<file path="src/hdl/isa_pkg.sv">
package isa_pkg;
	localparam int instr_width = 24;
	localparam int opcode_width = 4;
	localparam int control_width = 16;
	localparam int alu_op_width = 4;
	localparam int wb_sel_width = 2;

	// li reuses the rs1 and rs2 bits of the instruction as its immediate
	localparam int opcode_lsb = 20;
	localparam int rd_lsb = 15;
	localparam int rs1_lsb = 10;
	localparam int rs2_lsb = 5;
	localparam int imm_lsb = 5;
	localparam int imm_width = 10;

	typedef logic [instr_width-1:0] instr_t;
	typedef logic [control_width-1:0] control_t;
	typedef logic [alu_op_width-1:0] alu_op_t;
	typedef logic [alu_op_width-1:0] vector_alu_op_t;
	typedef logic [wb_sel_width-1:0] scalar_wb_sel_t;
	typedef logic [wb_sel_width-1:0] vector_wb_sel_t;

	typedef enum logic [opcode_width-1:0] {
		op_nop = 4'd0,
		op_li = 4'd1,
		op_add = 4'd2,
		op_sub = 4'd3,
		op_and = 4'd4,
		op_or = 4'd5,
		op_xor = 4'd6,
		op_shl = 4'd7,
		op_vadd = 4'd8,
		op_vsub = 4'd9,
		op_vand = 4'd10,
		op_vor = 4'd11,
		op_vxor = 4'd12,
		op_splat = 4'd13,
		op_lanesum = 4'd14
	} opcode_t; // code 15 is reserved

	// control word fields run from the top bit down with bits 1:0 spare
	localparam int ctl_wre = 15;
	localparam int ctl_vector_wre = 14;
	localparam int ctl_scalar_sel_lsb = 12;
	localparam int ctl_vector_sel_lsb = 10;
	localparam int ctl_alu_op_lsb = 6;
	localparam int ctl_vector_alu_op_lsb = 2;
	localparam control_t control_nop = '0;

	localparam alu_op_t alu_pass_b = 4'd0;
	localparam alu_op_t alu_add = 4'd1;
	localparam alu_op_t alu_sub = 4'd2;
	localparam alu_op_t alu_and = 4'd3;
	localparam alu_op_t alu_or = 4'd4;
	localparam alu_op_t alu_xor = 4'd5;
	localparam alu_op_t alu_shl = 4'd6; // shift amount is b[3:0]

	localparam vector_alu_op_t valu_add = 4'd0;
	localparam vector_alu_op_t valu_sub = 4'd1;
	localparam vector_alu_op_t valu_and = 4'd2;
	localparam vector_alu_op_t valu_or = 4'd3;
	localparam vector_alu_op_t valu_xor = 4'd4;

	localparam scalar_wb_sel_t wb_scalar_alu = 2'd0;
	localparam scalar_wb_sel_t wb_lane_sum = 2'd1;
	localparam vector_wb_sel_t wb_vector_alu = 2'd0;
	localparam vector_wb_sel_t wb_splat = 2'd1;
endpackage

</file>
<file path="src/hdl/datapath_pkg.sv">
package datapath_pkg;
	localparam int word_width = 16;
	localparam int lane_width = 16;
	localparam int lane_count = 8;
	localparam int vector_width = lane_width * lane_count;
	localparam int reg_addr_width = 5;

	typedef logic [word_width-1:0] word_t;
	typedef logic [lane_width-1:0] lane_t; // lane i sits at bits 16i+15 down to 16i
	typedef logic [vector_width-1:0] vector_t;
	typedef logic [reg_addr_width-1:0] reg_addr_t;
endpackage

</file>
<file path="src/hdl/decode_execute_register.sv">
`timescale 1ns/1ns

module decode_execute_register (
	input logic clk,
	input logic reset,
	input isa_pkg::control_t control_in,
	input datapath_pkg::word_t src_a_in,
	input datapath_pkg::word_t src_b_in,
	input datapath_pkg::vector_t src_a_vector_in,
	input datapath_pkg::vector_t src_b_vector_in,
	input datapath_pkg::reg_addr_t rs1_decode,
	input datapath_pkg::reg_addr_t rs2_decode,
	input datapath_pkg::reg_addr_t rd_decode,
	output logic wre_execute,
	output logic vector_wre_execute,
	output isa_pkg::scalar_wb_sel_t select_writeback_data_mux_execute,
	output isa_pkg::vector_wb_sel_t select_writeback_vector_data_mux_execute,
	output isa_pkg::alu_op_t alu_op_execute,
	output isa_pkg::vector_alu_op_t vector_alu_op_execute,
	output datapath_pkg::word_t src_a_out,
	output datapath_pkg::word_t src_b_out,
	output datapath_pkg::vector_t src_a_vector_out,
	output datapath_pkg::vector_t src_b_vector_out,
	output datapath_pkg::reg_addr_t rs1_execute,
	output datapath_pkg::reg_addr_t rs2_execute,
	output datapath_pkg::reg_addr_t rd_execute
);

	// all zero is a nop, so a reset pipeline writes nothing
	always_ff @(posedge clk) begin
		if (reset) begin
			wre_execute <= 1'b0;
			vector_wre_execute <= 1'b0;
			select_writeback_data_mux_execute <= '0;
			select_writeback_vector_data_mux_execute <= '0;
			alu_op_execute <= '0;
			vector_alu_op_execute <= '0;
			src_a_out <= '0;
			src_b_out <= '0;
			src_a_vector_out <= '0;
			src_b_vector_out <= '0;
			rs1_execute <= '0;
			rs2_execute <= '0;
			rd_execute <= '0;
		end else begin
			wre_execute <= control_in[isa_pkg::ctl_wre];
			vector_wre_execute <= control_in[isa_pkg::ctl_vector_wre];
			select_writeback_data_mux_execute <=
				control_in[isa_pkg::ctl_scalar_sel_lsb +: isa_pkg::wb_sel_width];
			select_writeback_vector_data_mux_execute <=
				control_in[isa_pkg::ctl_vector_sel_lsb +: isa_pkg::wb_sel_width];
			alu_op_execute <= control_in[isa_pkg::ctl_alu_op_lsb +: isa_pkg::alu_op_width];
			vector_alu_op_execute <=
				control_in[isa_pkg::ctl_vector_alu_op_lsb +: isa_pkg::alu_op_width];
			src_a_out <= src_a_in;
			src_b_out <= src_b_in;
			src_a_vector_out <= src_a_vector_in;
			src_b_vector_out <= src_b_vector_in;
			rs1_execute <= rs1_decode;
			rs2_execute <= rs2_decode;
			rd_execute <= rd_decode;
		end
	end
endmodule

</file>
<file path="config.mk">
export PLATFORM = sky130hd
export DESIGN_NAME = decode_execute_register
export DESIGN_NICKNAME = d
export VERILOG_FILES = /design/src/hdl/isa_pkg.sv /design/src/hdl/datapath_pkg.sv /design/src/hdl/decode_execute_register.sv
export SDC_FILE = /design/constraint.sdc
export NUM_CORES = 1
export LEC_CHECK = 0
export BUFFER_PORTS_ARGS = -buffer_cell sky130_fd_sc_hd__clkbuf_2
export CORE_AREA = 2 2 245 247
export CTS_CLUSTER_DIAMETER = 200
export DETAILED_ROUTE_END_ITERATION = 6
export DIE_AREA = 0 0 247 249
export SYNTH_ARGS = -nofsm -noshare
export SYNTH_HDL_FRONTEND = slang
export SYNTH_SLANG_ARGS = --single-unit
</file>
<file path="constraint.sdc">
create_clock -name clk -period 0.8 [get_ports clk]
set_input_delay 0.08 -clock clk [delete_from_list [all_inputs] [get_ports clk]]
set_output_delay 0.08 -clock clk [all_outputs]
set_load 0.01 [all_outputs]
</file>
Word level (Yosys, flattened, before mapping)
Index checks and enable logic that the tools add are counted.
{ "totals": {"ff_bits": 317, "output_inout_bits": 317, "word_cells": 13} }

Depth between registers and ports, before layout
{ "logic_depth": {"depth_word": 0, "ltp_mapped": 4} }

Least setup slack after synthesis
OpenSTA, ideal clock, no wires.
{ "synth_timing": {"kind": "in2reg", "startpoint": "input reset", "endpoint": "register src_a_vector_out[0]", "setup_time_ps": 114, "t_arrival_ps": 530, "setup_slack_ps": 157, "stages": 4, "cell_sequence": "buf_4 buf_6 buf_6 nor2b_1"} }
{ "synth_lines": {"columns": ["item", "line", "source"], "rows": [
  ["start: declaration", "decode_execute_register.sv:5", "input logic reset,"],
  ["end signal: assignment", "decode_execute_register.sv:57", "src_a_vector_out <= src_a_vector_in;"],
  ["end: declaration", "decode_execute_register.sv:22", "output datapath_pkg::vector_t src_a_vector_out,"]
]} }
No word-level cell between the ends.

Worst setup path in the final report
{ "layout_timing": {"startpoint": "register src_a_vector_out[72]", "endpoint": "output src_a_vector_out[72]"} }
No word-level cell between the ends.

==> metrics <==
status=finished, violations left; failing checks=negative setup slack; share of layout cells above drive strength 1=55.5%; Net Count, Synth=990; Synth Register Bits=317; met2 Usage GRT=20.6%; H-tree levels=2; Max Root-Sink Buffers=3; CP required=approximately 0.72 ns; critical path, cell by cell=buf_6; full die area=61500 um^2; min Tclk post-route=1.12 ns; Logic pwr share=around 14%; Via density=3.48; Mapped Cells=669; gr usage total=a little under an eighth; leakage=8.68 nW; CTS tree=built; Setup TNS Final=-79.43 ns; Clock power frac=41.1%; CTS buffer count=35; postcts setup bufs=0; Hold Path Depth=3; Yosys top cell area share=~73%; largest net degree at the start of global routing=24; met1 usage=12.1%; CP max stage delay=0.38 ns; pre-CTS setup slack=-0.0965 ns; Final GP Congestion=between 0.9 and 1; antenna violations before repair=1; Period Utilization, post-route=141%; Max-Cap Viols=0; worst relative slew slack=79.7%; min setup slack post-route=-0.324 ns; first-pass GRT wire length=roughly 53000 um; crit path max fanout=1; final max-slew violation count=0; P_int=29.1 mW; worst hold path class=input pin to register; hpwl dp=25400 um; # port buffers=approximately 640; Multi-input gate area=between 1500 and 2000 um^2; startpoint types=register; fin nets=1990; Hold Crit Endpoint=src_b_out[7]$_SDFF_PP0_; most common cell after layout, fill and taps aside=dlygate4sd3_1; VDD IR max=0.00208 V; Sequential Power Share=between 40% and 50%; area delta synth->final=120%; sw frac=between 20% and 30%; fillers=5636; most frequent cells in the layout=dlygate4sd3_1 (326), clkbuf_2 (319), nor2b_1 (317); Remaining Overflow, GRT=0; Final ANT Viol Nets=0; CTS sink cnt=317; Detailed Route Iter0 Violations=about 300; die span in x=247 um; Cell Rows=89; DR WL/cell=16.3 um; Worst Tran Pin Value=0.304 ns; fmax=890 MHz; Area contributors post-synth=dfxtp_1 (73%), nor2b_1 (23%), buf_6 (2.9%), buf_2 (0.69%), buf_4 (0.087%); io pins=around 640; vias in the first global route=9212; WL final=40300 um; RSZ-0062 raised after global routing=yes; Final Hold Fails=0; Die H=249 um; DRC=0; area leader, netlist=dfxtp_1; CP top delay family=flip-flops; Pre-antenna DRT Iters=4; Cell Area, Synth=8640 um^2; synth unique cells=5; Vias=8595; Buf/Inv on CP=1; PwrDens=about 2000 nW/um^2; critical path class=register to output port; Setup violations, final=317; met3 Use GR=3.74%; Synth warnings=0; syn avg cell area=12.9 um^2; busiest grt layer=met2; clock-pin slew on the worst setup and hold paths=0.06 ns; core region area=58700 um^2; sequential share of the synthesized area=about three quarters; Reg area=6650 um^2; slowest stage cell, crit path=dfxtp_4; Starting Density=14.7%; clock root buffer master=clkbuf_16; Worst Path Arrival=1.04 ns; CP endpoint kind=output port; hold path start=reset; Net Sw Power=9.27 mW
## cell families after synthesis
kind of cell,count (synthesis),synth area share (%)
flops,317,73.4
simple gates,317,22.9
buf+inv,35,3.65
## layout make-up
type                       instances  area share, %
timing repair buffer             998           43.6
sequential                       317           34.9
multi-input combinational        317           10.4
clock buffer                      48           5.34
tap                              773           5.09
clock inverter                    15          0.566
antenna                            1         0.0132
## flip-flops by register name, indices dropped and copies added (netlist names), 2 cells and up
signal                                    cells
src_a_vector_out                            128
src_b_vector_out                            128
src_a_out                                    16
src_b_out                                    16
rd_execute                                    5
rs1_execute                                   5
rs2_execute                                   5
alu_op_execute                                4
vector_alu_op_execute                         4
select_writeback_data_mux_execute             2
select_writeback_vector_data_mux_execute      2
## layer usage
layer	vias to the layer above	part of all wire, %
met2	407	52
met5	-	0
met4	0	3.5
li1	4019	-
met1	4084	36
met3	85	8.8
## worst max path at each step
stage	from	endpoint	slack [ns]	depth (start not counted)
2_1_floorplan	reset	src_a_vector_out[0]$_SDFF_PP0_	0.16	4
3_3_place_gp	reset	src_b_vector_out[13]$_SDFF_PP0_	-0.08	4
3_5_place_dp	reset	src_a_vector_out[89]$_SDFF_PP0_	-0.1	4
4_1_cts	src_a_vector_out[87]$_SDFF_PP0_	src_a_vector_out[87]	-0.39	1
5_1_grt	src_a_vector_out[72]$_SDFF_PP0_	src_a_vector_out[72]	-0.36	1
6_report	src_a_vector_out[72]$_SDFF_PP0_	src_a_vector_out[72]	-0.32	1
## timing repair
action / CTS / global route
gates cloned: 0 / 0
pin swaps: 0 / 0
resized for setup: 173 / 601
hold buffers: 326 / 0
endpoints found under the setup margin: 317 / 317
endpoints found under the hold margin: 317 / 0
## through the flow
step	hold slack [ns]	instances	power (mW)	instance area (um^2)	util, %
global placement	0.288	2079	20.5	12900	21.9
floorplan	0.208	669	18.5	8640	-
CTS	0.00293	2468	37.9	17700	30.2
detailed placement	0.293	2079	20.6	12900	21.9
global route	0.0141	2468	39.9	19000	32.4
finish	0.0348	2469	38.4	19000	32.4
## power by group through the flow
stage | combinational [mW] | clock [mW] | sequential [mW]
floorplan | 0.825 | 0 | 17.7
global placement | 3.24 | 0 | 17.3
detailed placement | 3.27 | 0 | 17.3
CTS | 4.72 | 16.2 | 17.0
global route | 5.70 | 17.0 | 17.2
finish | 5.41 | 15.8 | 17.2
## synth_stat cells
cell type  number
dfxtp_1       317
buf_6          22
buf_2          12
nor2b_1       317
buf_4           1
(Power assumes the default switching activity.)
