<file path="src/hdl/isa_pkg.sv">
package isa_pkg;
	localparam int instr_width = 24;
	localparam int opcode_width = 4;
	localparam int control_width = 16;
	localparam int alu_op_width = 4;
	localparam int wb_sel_width = 2;

	// li reuses the rs1 and rs2 bits of the instruction as its immediate
	localparam int opcode_lsb = 20;
	localparam int rd_lsb = 15;
	localparam int rs1_lsb = 10;
	localparam int rs2_lsb = 5;
	localparam int imm_lsb = 5;
	localparam int imm_width = 10;

	typedef logic [instr_width-1:0] instr_t;
	typedef logic [control_width-1:0] control_t;
	typedef logic [alu_op_width-1:0] alu_op_t;
	typedef logic [alu_op_width-1:0] vector_alu_op_t;
	typedef logic [wb_sel_width-1:0] scalar_wb_sel_t;
	typedef logic [wb_sel_width-1:0] vector_wb_sel_t;

	typedef enum logic [opcode_width-1:0] {
		op_nop = 4'd0,
		op_li = 4'd1,
		op_add = 4'd2,
		op_sub = 4'd3,
		op_and = 4'd4,
		op_or = 4'd5,
		op_xor = 4'd6,
		op_shl = 4'd7,
		op_vadd = 4'd8,
		op_vsub = 4'd9,
		op_vand = 4'd10,
		op_vor = 4'd11,
		op_vxor = 4'd12,
		op_splat = 4'd13,
		op_lanesum = 4'd14
	} opcode_t; // code 15 is reserved

	// control word fields run from the top bit down with bits 1:0 spare
	localparam int ctl_wre = 15;
	localparam int ctl_vector_wre = 14;
	localparam int ctl_scalar_sel_lsb = 12;
	localparam int ctl_vector_sel_lsb = 10;
	localparam int ctl_alu_op_lsb = 6;
	localparam int ctl_vector_alu_op_lsb = 2;
	localparam control_t control_nop = '0;

	localparam alu_op_t alu_pass_b = 4'd0;
	localparam alu_op_t alu_add = 4'd1;
	localparam alu_op_t alu_sub = 4'd2;
	localparam alu_op_t alu_and = 4'd3;
	localparam alu_op_t alu_or = 4'd4;
	localparam alu_op_t alu_xor = 4'd5;
	localparam alu_op_t alu_shl = 4'd6; // shift amount is b[3:0]

	localparam vector_alu_op_t valu_add = 4'd0;
	localparam vector_alu_op_t valu_sub = 4'd1;
	localparam vector_alu_op_t valu_and = 4'd2;
	localparam vector_alu_op_t valu_or = 4'd3;
	localparam vector_alu_op_t valu_xor = 4'd4;

	localparam scalar_wb_sel_t wb_scalar_alu = 2'd0;
	localparam scalar_wb_sel_t wb_lane_sum = 2'd1;
	localparam vector_wb_sel_t wb_vector_alu = 2'd0;
	localparam vector_wb_sel_t wb_splat = 2'd1;
endpackage

</file>
<file path="src/hdl/datapath_pkg.sv">
package datapath_pkg;
	localparam int word_width = 16;
	localparam int lane_width = 16;
	localparam int lane_count = 8;
	localparam int vector_width = lane_width * lane_count;
	localparam int reg_addr_width = 5;

	typedef logic [word_width-1:0] word_t;
	typedef logic [lane_width-1:0] lane_t; // lane i sits at bits 16i+15 down to 16i
	typedef logic [vector_width-1:0] vector_t;
	typedef logic [reg_addr_width-1:0] reg_addr_t;
endpackage

</file>
<file path="src/hdl/execute_unit.sv">
`timescale 1ns/1ns

module execute_unit (
	input logic clk,
	input logic reset,
	input logic wre,
	input logic vector_wre,
	input isa_pkg::scalar_wb_sel_t scalar_wb_sel,
	input isa_pkg::vector_wb_sel_t vector_wb_sel,
	input isa_pkg::alu_op_t alu_op,
	input isa_pkg::vector_alu_op_t vector_alu_op,
	input datapath_pkg::word_t src_a,
	input datapath_pkg::word_t src_b,
	input datapath_pkg::vector_t src_a_vector,
	input datapath_pkg::vector_t src_b_vector,
	input datapath_pkg::reg_addr_t rd,
	output logic ex_wre,
	output logic ex_vector_wre,
	output datapath_pkg::reg_addr_t ex_rd,
	output datapath_pkg::word_t ex_scalar,
	output datapath_pkg::vector_t ex_vector,
	output logic wb_wre,
	output logic wb_vector_wre,
	output datapath_pkg::reg_addr_t wb_rd,
	output datapath_pkg::word_t wb_scalar,
	output datapath_pkg::vector_t wb_vector,
	output logic result_valid
);

	datapath_pkg::word_t alu_result;
	datapath_pkg::word_t lane_sum;
	datapath_pkg::vector_t vector_result;
	datapath_pkg::vector_t splat_result;

	always_comb begin
		case (alu_op)
			isa_pkg::alu_add: alu_result = src_a + src_b;
			isa_pkg::alu_sub: alu_result = src_a - src_b;
			isa_pkg::alu_and: alu_result = src_a & src_b;
			isa_pkg::alu_or: alu_result = src_a | src_b;
			isa_pkg::alu_xor: alu_result = src_a ^ src_b;
			isa_pkg::alu_shl: alu_result = src_a << src_b[3:0];
			default: alu_result = src_b;
		endcase
	end

	// lanes never carry into each other, each wraps on its own
	always_comb begin
		datapath_pkg::lane_t lane_a;
		datapath_pkg::lane_t lane_b;
		datapath_pkg::lane_t lane_y;
		vector_result = '0;
		for (int i = 0; i < datapath_pkg::lane_count; i++) begin
			lane_a = src_a_vector[i*datapath_pkg::lane_width +: datapath_pkg::lane_width];
			lane_b = src_b_vector[i*datapath_pkg::lane_width +: datapath_pkg::lane_width];
			case (vector_alu_op)
				isa_pkg::valu_sub: lane_y = lane_a - lane_b;
				isa_pkg::valu_and: lane_y = lane_a & lane_b;
				isa_pkg::valu_or: lane_y = lane_a | lane_b;
				isa_pkg::valu_xor: lane_y = lane_a ^ lane_b;
				default: lane_y = lane_a + lane_b;
			endcase
			vector_result[i*datapath_pkg::lane_width +: datapath_pkg::lane_width] = lane_y;
		end
	end

	always_comb begin
		lane_sum = '0;
		for (int i = 0; i < datapath_pkg::lane_count; i++)
			lane_sum = lane_sum + src_a_vector[i*datapath_pkg::lane_width +: datapath_pkg::lane_width];
	end

	assign splat_result = {datapath_pkg::lane_count{src_a}};

	// also fed back to decode for the instruction right behind
	assign ex_wre = wre;
	assign ex_vector_wre = vector_wre;
	assign ex_rd = rd;
	assign ex_scalar = (scalar_wb_sel == isa_pkg::wb_lane_sum) ? lane_sum : alu_result;
	assign ex_vector = (vector_wb_sel == isa_pkg::wb_splat) ? splat_result : vector_result;

	always_ff @(posedge clk) begin
		if (reset) begin
			wb_wre <= 1'b0;
			wb_vector_wre <= 1'b0;
		end else begin
			wb_wre <= ex_wre;
			wb_vector_wre <= ex_vector_wre;
		end
	end

	always_ff @(posedge clk) begin
		wb_rd <= ex_rd;
		wb_scalar <= ex_scalar;
		wb_vector <= ex_vector;
	end

	assign result_valid = wb_wre | wb_vector_wre;
endmodule

</file>
<file path="config.mk">
export PLATFORM = sky130hd
export DESIGN_NAME = execute_unit
export DESIGN_NICKNAME = d
export VERILOG_FILES = /design/src/hdl/isa_pkg.sv /design/src/hdl/datapath_pkg.sv /design/src/hdl/execute_unit.sv
export SDC_FILE = /design/constraint.sdc
export NUM_CORES = 1
export LEC_CHECK = 0
export ABC_AREA = 1
export BUFFER_PORTS_ARGS = -buffer_cell sky130_fd_sc_hd__buf_2
export CORE_AREA = 2 2 461 234
export CTS_CLUSTER_SIZE = 12
export DETAILED_ROUTE_END_ITERATION = 12
export DIE_AREA = 0 0 463 236
export PLACE_DENSITY = 0.42
export SYNTH_ARGS = -nofsm -noshare
export SYNTH_HDL_FRONTEND = slang
export SYNTH_SLANG_ARGS = --single-unit
</file>
<file path="constraint.sdc">
create_clock -name clk -period 7.3 [get_ports clk]
set_input_delay 1.46 -clock clk [delete_from_list [all_inputs] [get_ports clk]]
set_output_delay 1.46 -clock clk [all_outputs]
set_load 0.05 [all_outputs]
</file>
Yosys cells after proc, flatten, opt, wreduce, memory -nomap -nowiden
Index checks and enable logic that the tools add are counted.

Flip-flop bits (word level): 151. Input port bits: 309. Logic and storage cells: 82.

Add/subtract/negate cells: 25. Equal/unequal tests: 12. Shifts and indexed selects: 1. Muxes and demuxes: 11. Bitwise logic cells: 28.

Operators with widths (number): $pmux W16 S4 (8); $add A16 B16 Y16 (16); $and A16 B16 Y16 (9); $or A16 B16 Y16 (9); $sub A16 B16 Y16 (9); $xor A16 B16 Y16 (9); $mux W128 (1); $pmux W16 S6 (1); $eq A4 B2 Y1 const B (4); $eq A4 B3 Y1 const B (4); $mux W16 (1); $shl A16 B4 Y16 (1); $eq A4 B1 Y1 const B (2); $eq A2 B1 Y1 const B (2); $or A1 B1 Y1 (1).

Longest topological paths before layout
Gate-level depths: netlist of the first run.

Depth in word-level cells: 8. Depth in mapped cells: 23.

Least setup slack after synthesis of the first run
OpenSTA, ideal clock, no wires.

Path type: input to output. Start: input src_a_vector[2]. End: output ex_scalar[3]. Data arrival time: 5.209 ns. Slack: 0.631 ns. Stages: 12. Cells stage by stage: inv_1 -> fa_1 -> inv_1 -> fa_1 -> fa_1 -> inv_1 -> fa_1 -> inv_1 -> ha_1 -> inv_1 -> fa_1 -> o22ai_1.

Word-level cells in the longest chain between the ends: 8.

Ends and longest elaborated chain: start, declared (line execute_unit.sv:14) `input datapath_pkg::vector_t src_a_vector,`; $add A16 B16 Y16 (7 in a row) (line execute_unit.sv:70) `lane_sum = lane_sum + src_a_vector[i*datapath_pkg::lane_width +: datapath_pkg::lane_width];`; $mux W16 (line execute_unit.sv:79) `assign ex_scalar = (scalar_wb_sel == isa_pkg::wb_lane_sum) ? lane_sum : alu_result;`; end, declared (line execute_unit.sv:20) `output datapath_pkg::word_t ex_scalar,`.

No other way between the ends.

Worst setup path after layout of the first run
Start: input src_a_vector[4]. End: output ex_scalar[15].

Same word-level chain as after synthesis.

==> metrics.md, run 1 <==
| Metric | Value |
|---|---|
| CTS tree | done |
| Buffers on Ports | 611 |
| Hold Fails Final Rpt | 0 |
| Max FO, Critical Path | 4 |
| Die Ht | ~240 um |
| Hold EP | wb_rd[4]$_DFF_P_ |
| Post-Layout Inst Area | between 30000 and 40000 um2 |
| Min Tclk post-route | 7.09 ns |
| Die width | 463 um |
| Final slew viol count | 0 |
| Fraction of layout instances using a drive strength above 1 | approximately 18% |
| Vias in the first global route | 26.9k |
| CP Data Arrival Time | about 5.6 ns |
| Initial antenna violation count | 44 |
| Cells after DPL | between 6k and 7k |
| Number of remaining DRC errors | 0 |
| Cell mode on critical path | inv_1 |
| Yosys reg bits | approximately 150 |
| Post-synthesis xor/xnor area fraction | 5.78% |
| CTS buffer count | 17 |
| Max rail drop VDD | 238 uV |
| Total grt overflow | 0 |
| Maxcap violations | 0 |
| F_max | 141 MHz |
| Mux share of post-synthesis cell area | 0.0382% |
| Hold Crit Class | in2reg |
| Cell taking the most area after synthesis | ha_1 |
| Hold path depth | 1 |
| Synth Area in Adders | 28.8% |
| GPL Wtd Cong | 0.977 |
| Hpwl dp | 125 mm |
| Synth Instances | just over 4k |
| Reg clk slew, reported paths | 0.07 ns |
| Routed wire per std cell | 24.2 um |
| Yosys top cell area share | 21.4% |
| Core footprint | 106000 um2 |
| Via Count | a little under 30k |
| Final Cycle Share | 97.1% |
| TritonCTS Sinks | about 150 |
| Post-synth top flop | dfxtp_1 |
| Slowest cell delay on critical path | 0.59 ns |
| Dpl cell area | 32200 um2 |
| Final setup vio count | 0 |
| Pwr/cell area | 252 nW/um2 |
| Count leader, synth | nand2_1 |
| Starting density of the core | 24.7% |
| Die footprint | 109000 um2 |
| Leak | 18.2 nW |
| Distinct cell type count after synthesis | 50 |
| Row Count | 85 |
| Drt first pass iters | 6 |
| Mapped Avg Cell Area | 6.47 um2 |
| Crit Path Class | in2out |
| H-tree levels | 4 |
| Main combinational cell family by area after synthesis | adder cells |
| # IOs | 612 |
| Simple-gate portion of the synthesized area | 26.2% |
| Pwr Total | 8.33 mW |
| Async set or reset register ratio after synthesis | 0% |
| Complex-gate fraction of the synthesized area | 15.8% |
| Required time of the critical path | 5.84 ns |
| Unrepaired setup endpoints after global routing | false |
| Root Buffer | clkbuf_16 |
| Largest net degree at the start of global routing | 85 |
| First-pass GRT wire length | 206 mm |
| Status | complete, no violations |
| Nature of the critical path startpoint | input port |
| Total track usage | roughly a quarter |
| CP bufs+invs | 9 |
| Finished Layout Cells | just over 6k |
| Slew @ Worst Pin | between 1 and 1.5 ns |
| Cts-stage hold buffer count | 0 |
| Register area share after synthesis | 11.5% |
| Final WL | between 100 and 150 mm |
| Ys Warns | 0 |
| Worst Setup End Kind | output port |
| Iteration-0 DRC Markers | 3172 |
| Worst-path cell chain | buf_2 > inv_1 > fa_1 > inv_1 > fa_1 > fa_1 > inv_1 > fa_1 > inv_1 > ha_1 > a21o_1 > nand2_1 > nand2_1 > nor2_1 > buf_4 > nor2_2 > nor2_2 > buf_4 > inv_1 > nand2_1 > nand3_2 > nand2_4 > buf_12 |
| Antenna Nets Post-Route | 0 |
| Synth top cells by count | nand2_1, inv_1, ha_1, nor2_1, a21oi_1 |
| Largest cells by area after synthesis | ha_1, nand2_1, dfxtp_1 |
| CP max stage cell | fa_1 |
| Post-synth EDFFs | 0 |
| Via density per instance | ~4.8 |
| Syn-to-layout area delta | 26.2% |
| Synthesized cell area | 26200 um2 |
| Crit path max-delay family | adder cells |
| Nets | roughly 5.6k |
| Mapped Nets | 4906 |
| Hold Startpoint | rd[4] |
| Worst slew margin | 21.9% |
| Worst-case clock buffer depth | 2 |
-- where the power goes --
part / switching, mW / internal (mW) / total, mW / leakage [nW]
clock: 0.429 / 0.678 / 1.11 / 0.323
sequential: 0.0405 / 1.02 / 1.06 / 1.27
combinational: 4.21 / 1.96 / 6.17 / 16.7
-- state kept, by name, indices dropped and copies added, names as in the netlist --
| register | cells |
|---|---|
| wb_vector | 128 |
| wb_scalar | 16 |
| wb_rd | 5 |
| wb_vector_wre | 1 |
| wb_wre | 1 |
-- stage by stage --
| stage | setup slack (ns) | hold slack, ns | TNS (ns) | util (%) |
|---|---|---|---|---|
| 3_3_place_gp | -0.184 | 1.57 | -0.617 | 30.4 |
| 6_report | 0.212 | 1.01 | 0 | 31.2 |
| 5_1_grt | 0.00769 | 0.983 | 0 | 31.2 |
| 2_1_floorplan | 0.631 | 1.49 | 0 | - |
| 3_5_place_dp | -0.119 | 1.57 | -0.380 | 30.4 |
| 4_1_cts | 0.0130 | 0.962 | 0 | 31.0 |
-- metal layers --
| layer | track usage [%] | part of all wire, % | up-vias |
|---|---|---|---|
| met5 | 0 | 0.13 | - |
| met4 | 4.79 | 1.5 | 34 |
| met3 | 13.3 | 14 | 130 |
| met2 | 31.8 | 35 | 1395 |
| met1 | 40.7 | 50 | 13909 |
| li1 | - | - | 14368 |
-- how the worst max path moves through the flow --
| stage | depth (start not counted) | from | slack [ns] | end |
|---|---|---|---|---|
| after floorplan | 12 | src_a_vector[2] | 0.63 | ex_scalar[3] |
| final | 23 | src_a_vector[4] | 0.21 | ex_scalar[15] |
| after global routing | 23 | src_a_vector[4] | 0.008 | ex_scalar[15] |
| after CTS | 22 | src_a_vector[2] | 0.01 | ex_scalar[14] |
| after detailed placement | 21 | src_a_vector[2] | -0.12 | ex_scalar[14] |
| after global placement | 23 | src_a_vector[2] | -0.18 | ex_scalar[12] |
-- logic make-up after synthesis --
| kind of cell | count (synthesis) |
|---|---|
| AOI/OAI and AO/OA | 707 |
| adders and majority gates | 545 |
| and+or+nand+nor | 1696 |
| buffers and inverters | 779 |
| xor gates and xnor gates | 173 |
| muxes | 1 |
| DFF | 151 |
-- placed cells by master (no fill, tap or decap), drive strengths merged, types with 2 or more instances in the layout --
master      n
fa         96
a21oi     238
nand3     209
clkbuf     21
nand2    1129
a21boi      2
inv       666
nor3       17
a31oi       8
and2        3
dfxtp     151
nand4      37
buf       749
bufinv      7
or2        17
diode      17
o31ai      13
o221ai      2
a221oi     36
xor2      166
ha        449
o22ai       2
o21ai     269
nor2      278
clkinv      3
o21bai      5
xnor2       7
a41oi      10
o211ai     65
nand3b      5
o2111ai    14
a211oi      6
a21o       14
a31o        7
o21a       12
-- timing repair --
action                                  4_1_cts  5_1_grt
endpoints found under the setup margin        7        9
pin swaps                                     1       15
resized for setup                             9       36
buffers inserted                              0        1
-- layout make-up --
cell class | instances | area [um2]
Antenna cell | 17 | 42.5
Fill cell | 11873 | 73000
Inverter | 668 | 2510
Sequential cell | 151 | 3020
Tap cell | 1435 | 1800
Multi-Input combinational cell | 3122 | 20100
Timing Repair Buffer | 749 | 4880
Clock inverter | 9 | 223
Clock buffer | 21 | 450
Note: power is estimated with default switching activity, not from simulation.
==> run 2, diff against run 1 <==
CELL_PAD_IN_SITES_DETAIL_PLACEMENT = 0   (was not set)
CELL_PAD_IN_SITES_GLOBAL_PLACEMENT = 2   (was not set)
PLACE_DENSITY = 0.7   (was 0.42)
==> metrics.md, run 2 (synthesized netlist as in run 1, its figures left out) <==
| Metric | Value |
|---|---|
| Leak | 18.0 nW (-1.1%) |
| Die width | 463 um (unchanged) |
| Cts-stage hold buffer count | 0 (unchanged) |
| Most common cell after layout, fill and taps aside | nand2_1 |
| Pwr/cell area | 244 nW/um2 (-3.1%) |
| Pwr Total | 8.01 mW (-3.9%) |
| Iteration-0 DRC Markers | 3118 (-1.7%) |
| Worst-path cell chain | buf_2 > inv_1 > fa_2 > inv_1 > fa_1 > fa_1 > inv_1 > fa_1 > inv_1 > ha_1 > nand2_1 > inv_1 > nand2_1 > nand2_1 > nor2_2 > nor2_1 > nor2_2 > buf_4 > nand3_1 > nand3_2 > nand2_1 > buf_6 |
| Crit Path Class | in2out |
| Core footprint | 106000 um2 (unchanged) |
| Largest Register | wb_vector |
| Final setup vio count | 0 (unchanged) |
| Worst slew margin | 34.8% (+13 points) |
| Hold Fails Final Rpt | 0 (unchanged) |
| Min Tclk post-route | 7.15 ns (+0.0624 ns) |
| Nets | 5534 (-0.52%) |
| Hold Startpoint | rd[3] |
| Status | complete, no violations |
| Cell mode on critical path | inv_1 |
| H-tree levels | 4 (unchanged) |
| Final WL | 147 mm (-1.6%) |
| CTS buffer count | 17 (unchanged) |
| Die Ht | 236 um (unchanged) |
| Buffers on Ports | 611 (unchanged) |
| Antenna Nets Post-Route | 0 (unchanged) |
| Starting density of the core | 24.7% (unchanged) |
| Die footprint | 109000 um2 (unchanged) |
| Vias in the first global route | 27.4k (+2.1%) |
| Internal power | 3.41 mW (-6.6%) |
| Switching Power | 4.60 mW (-1.7%) |
| Critical Path Start | src_a_vector[54] |
| Slowest cell delay on critical path | 0.68 ns (+0.09 ns) |
| Hpwl dp | 123 mm (-1.6%) |
| # IOs | 612 (unchanged) |
| Required time of the critical path | 5.84 ns (about the same) |
| Final TNS setup | 0 ns (unchanged) |
| Row Count | 85 (unchanged) |
| Via density per instance | 4.80 (-0.68%) |
| Maxcap violations | 0 (unchanged) |
| Slew @ Worst Pin | 0.976 ns (-0.192 ns) |
| Routed wire per std cell | 23.9 um (-1.2%) |
| Biggest regs | wb_vector (128), wb_scalar (16), wb_rd (5) |
| Part of the power in registers | 13.2% (+0.5 points) |
| GPL Wtd Cong | 0.971 (-0.64%) |
| Filler Cell Count | 12.0k (+1.1%) |
| Fraction of layout instances using a drive strength above 1 | 17.6% (-0.30 points) |
| Unrepaired setup endpoints after global routing | true |
| TritonCTS Sinks | 151 (unchanged) |
| Number of remaining DRC errors | 0 (unchanged) |
| Final Cycle Share | 98.0% (+0.86 points) |
| Worst setup path endpoint | ex_scalar[15] |
| Root Buffer | clkbuf_16 |
| Drt first pass iters | 6 (unchanged) |
| Part of the power in combinational logic | 74.8% (+0.8 points) |
| Syn-to-layout area delta | 25.1% |
| First-pass GRT wire length | 206 mm (-0.34%) |
| F_max | 140 MHz (-0.87%) |
| Via Count | 29.5k (-1.1%) |
| Final slew viol count | 0 (unchanged) |
| Max rail drop VDD | 336 uV (+41%) |
| Total grt overflow | 0 (unchanged) |
| CP Data Arrival Time | 5.69 ns (+0.06 ns) |
| Most frequent cells in the layout | nand2_1, inv_1, buf_2, ha_1, nor2_1 |
| Hold Crit Class | in2reg |
| Worst-case clock buffer depth | 2 (unchanged) |
| Max FO, Critical Path | 3 (-1) |
| CP max stage cell | fa_2 |
| Dpl cell area | 32000 um2 (-0.67%) |
| Nature of the critical path startpoint | input port |
| Total track usage | 26.3% (-0.33 points) |
| Switching Share | 57.5% (+1.3 points) |
| Initial antenna violation count | 48 (+9.1%) |
| CTS tree | done |
| Reg clk slew, reported paths | 0.07 ns (about the same) |
| Post-Layout Inst Area | 32800 um2 (-0.85%) |
| Max reg flops | 128 (unchanged) |
| Largest net degree at the start of global routing | 72 (-15%) |
| Worst Setup End Kind | output port |
| Clk pwr share | 12.0% (-1.3 points) |
run 2: worst min path at each step:
stage | endpoint | cells after the start
floorplan | wb_rd[0]$_DFF_P_ | 0
CTS | wb_rd[3]$_DFF_P_ | 1
finish | wb_rd[3]$_DFF_P_ | 1
detailed placement | wb_rd[3]$_DFF_P_ | 1
global route | wb_rd[3]$_DFF_P_ | 1
global placement | wb_rd[3]$_DFF_P_ | 1
run 2: per-stage QoR:
stage / hold WS [ns] / instances / setup WS [ns] / utilization [%]
floorplan: 1.49 / 4052 / 0.631 / -
global placement: 1.57 / 6095 / -0.189 / 30.2
detailed placement: 1.58 / 6095 / -0.219 / 30.2
CTS: 0.959 / 6126 / 0.0126 / 30.7
global route: 0.995 / 6133 / -0.0183 / 30.9
finish: 1.02 / 6146 / 0.149 / 30.9
run 2: layout make-up:
cell class	count	area [um2]	share of cell area, %
diodes	19	47.5	0.145
clock buffers	20	447	1.36
clock inverters	11	125	0.382
inverters	668	2520	7.69
multi-input cells	3122	20200	61.5
flip-flops and latches	151	3020	9.22
well taps	1435	1800	5.48
repair buffers	720	4660	14.2
run 2: timing repair:
item | CTS | global route
gates cloned | 0 | 0
pin swaps | 0 | 11
buffers inserted | 0 | 1
resized for setup | 12 | 45
setup endpoints to repair | 4 | 9
run 2: power groups by stage:
stage	Combinational [mW]	Sequential [mW]	Clock (mW)
2_1_floorplan	2.91	1.76	0
3_3_place_gp	5.77	1.07	0
3_5_place_dp	5.73	1.08	0
4_1_cts	5.80	1.06	1.01
5_1_grt	6.46	1.07	1.03
6_report	5.99	1.06	0.962
run 2: per-layer routing:
metal / vias up / track usage, % / part of all wire, %
li1: 14298 / - / -
met1: 13932 / 42.5 / 53
met2: 1156 / 34.1 / 37
met3: 93 / 6.65 / 8.6
met4: 28 / 3.43 / 1.0
met5: - / 0 / 0.11
run 2: worst max-delay path: cells and delay by family:
family / cells / cell delay (ns)
and+or+nand+nor: 9 / 1.00
adders and majority gates: 5 / 2.55
buffers and inverters: 8 / 0.69
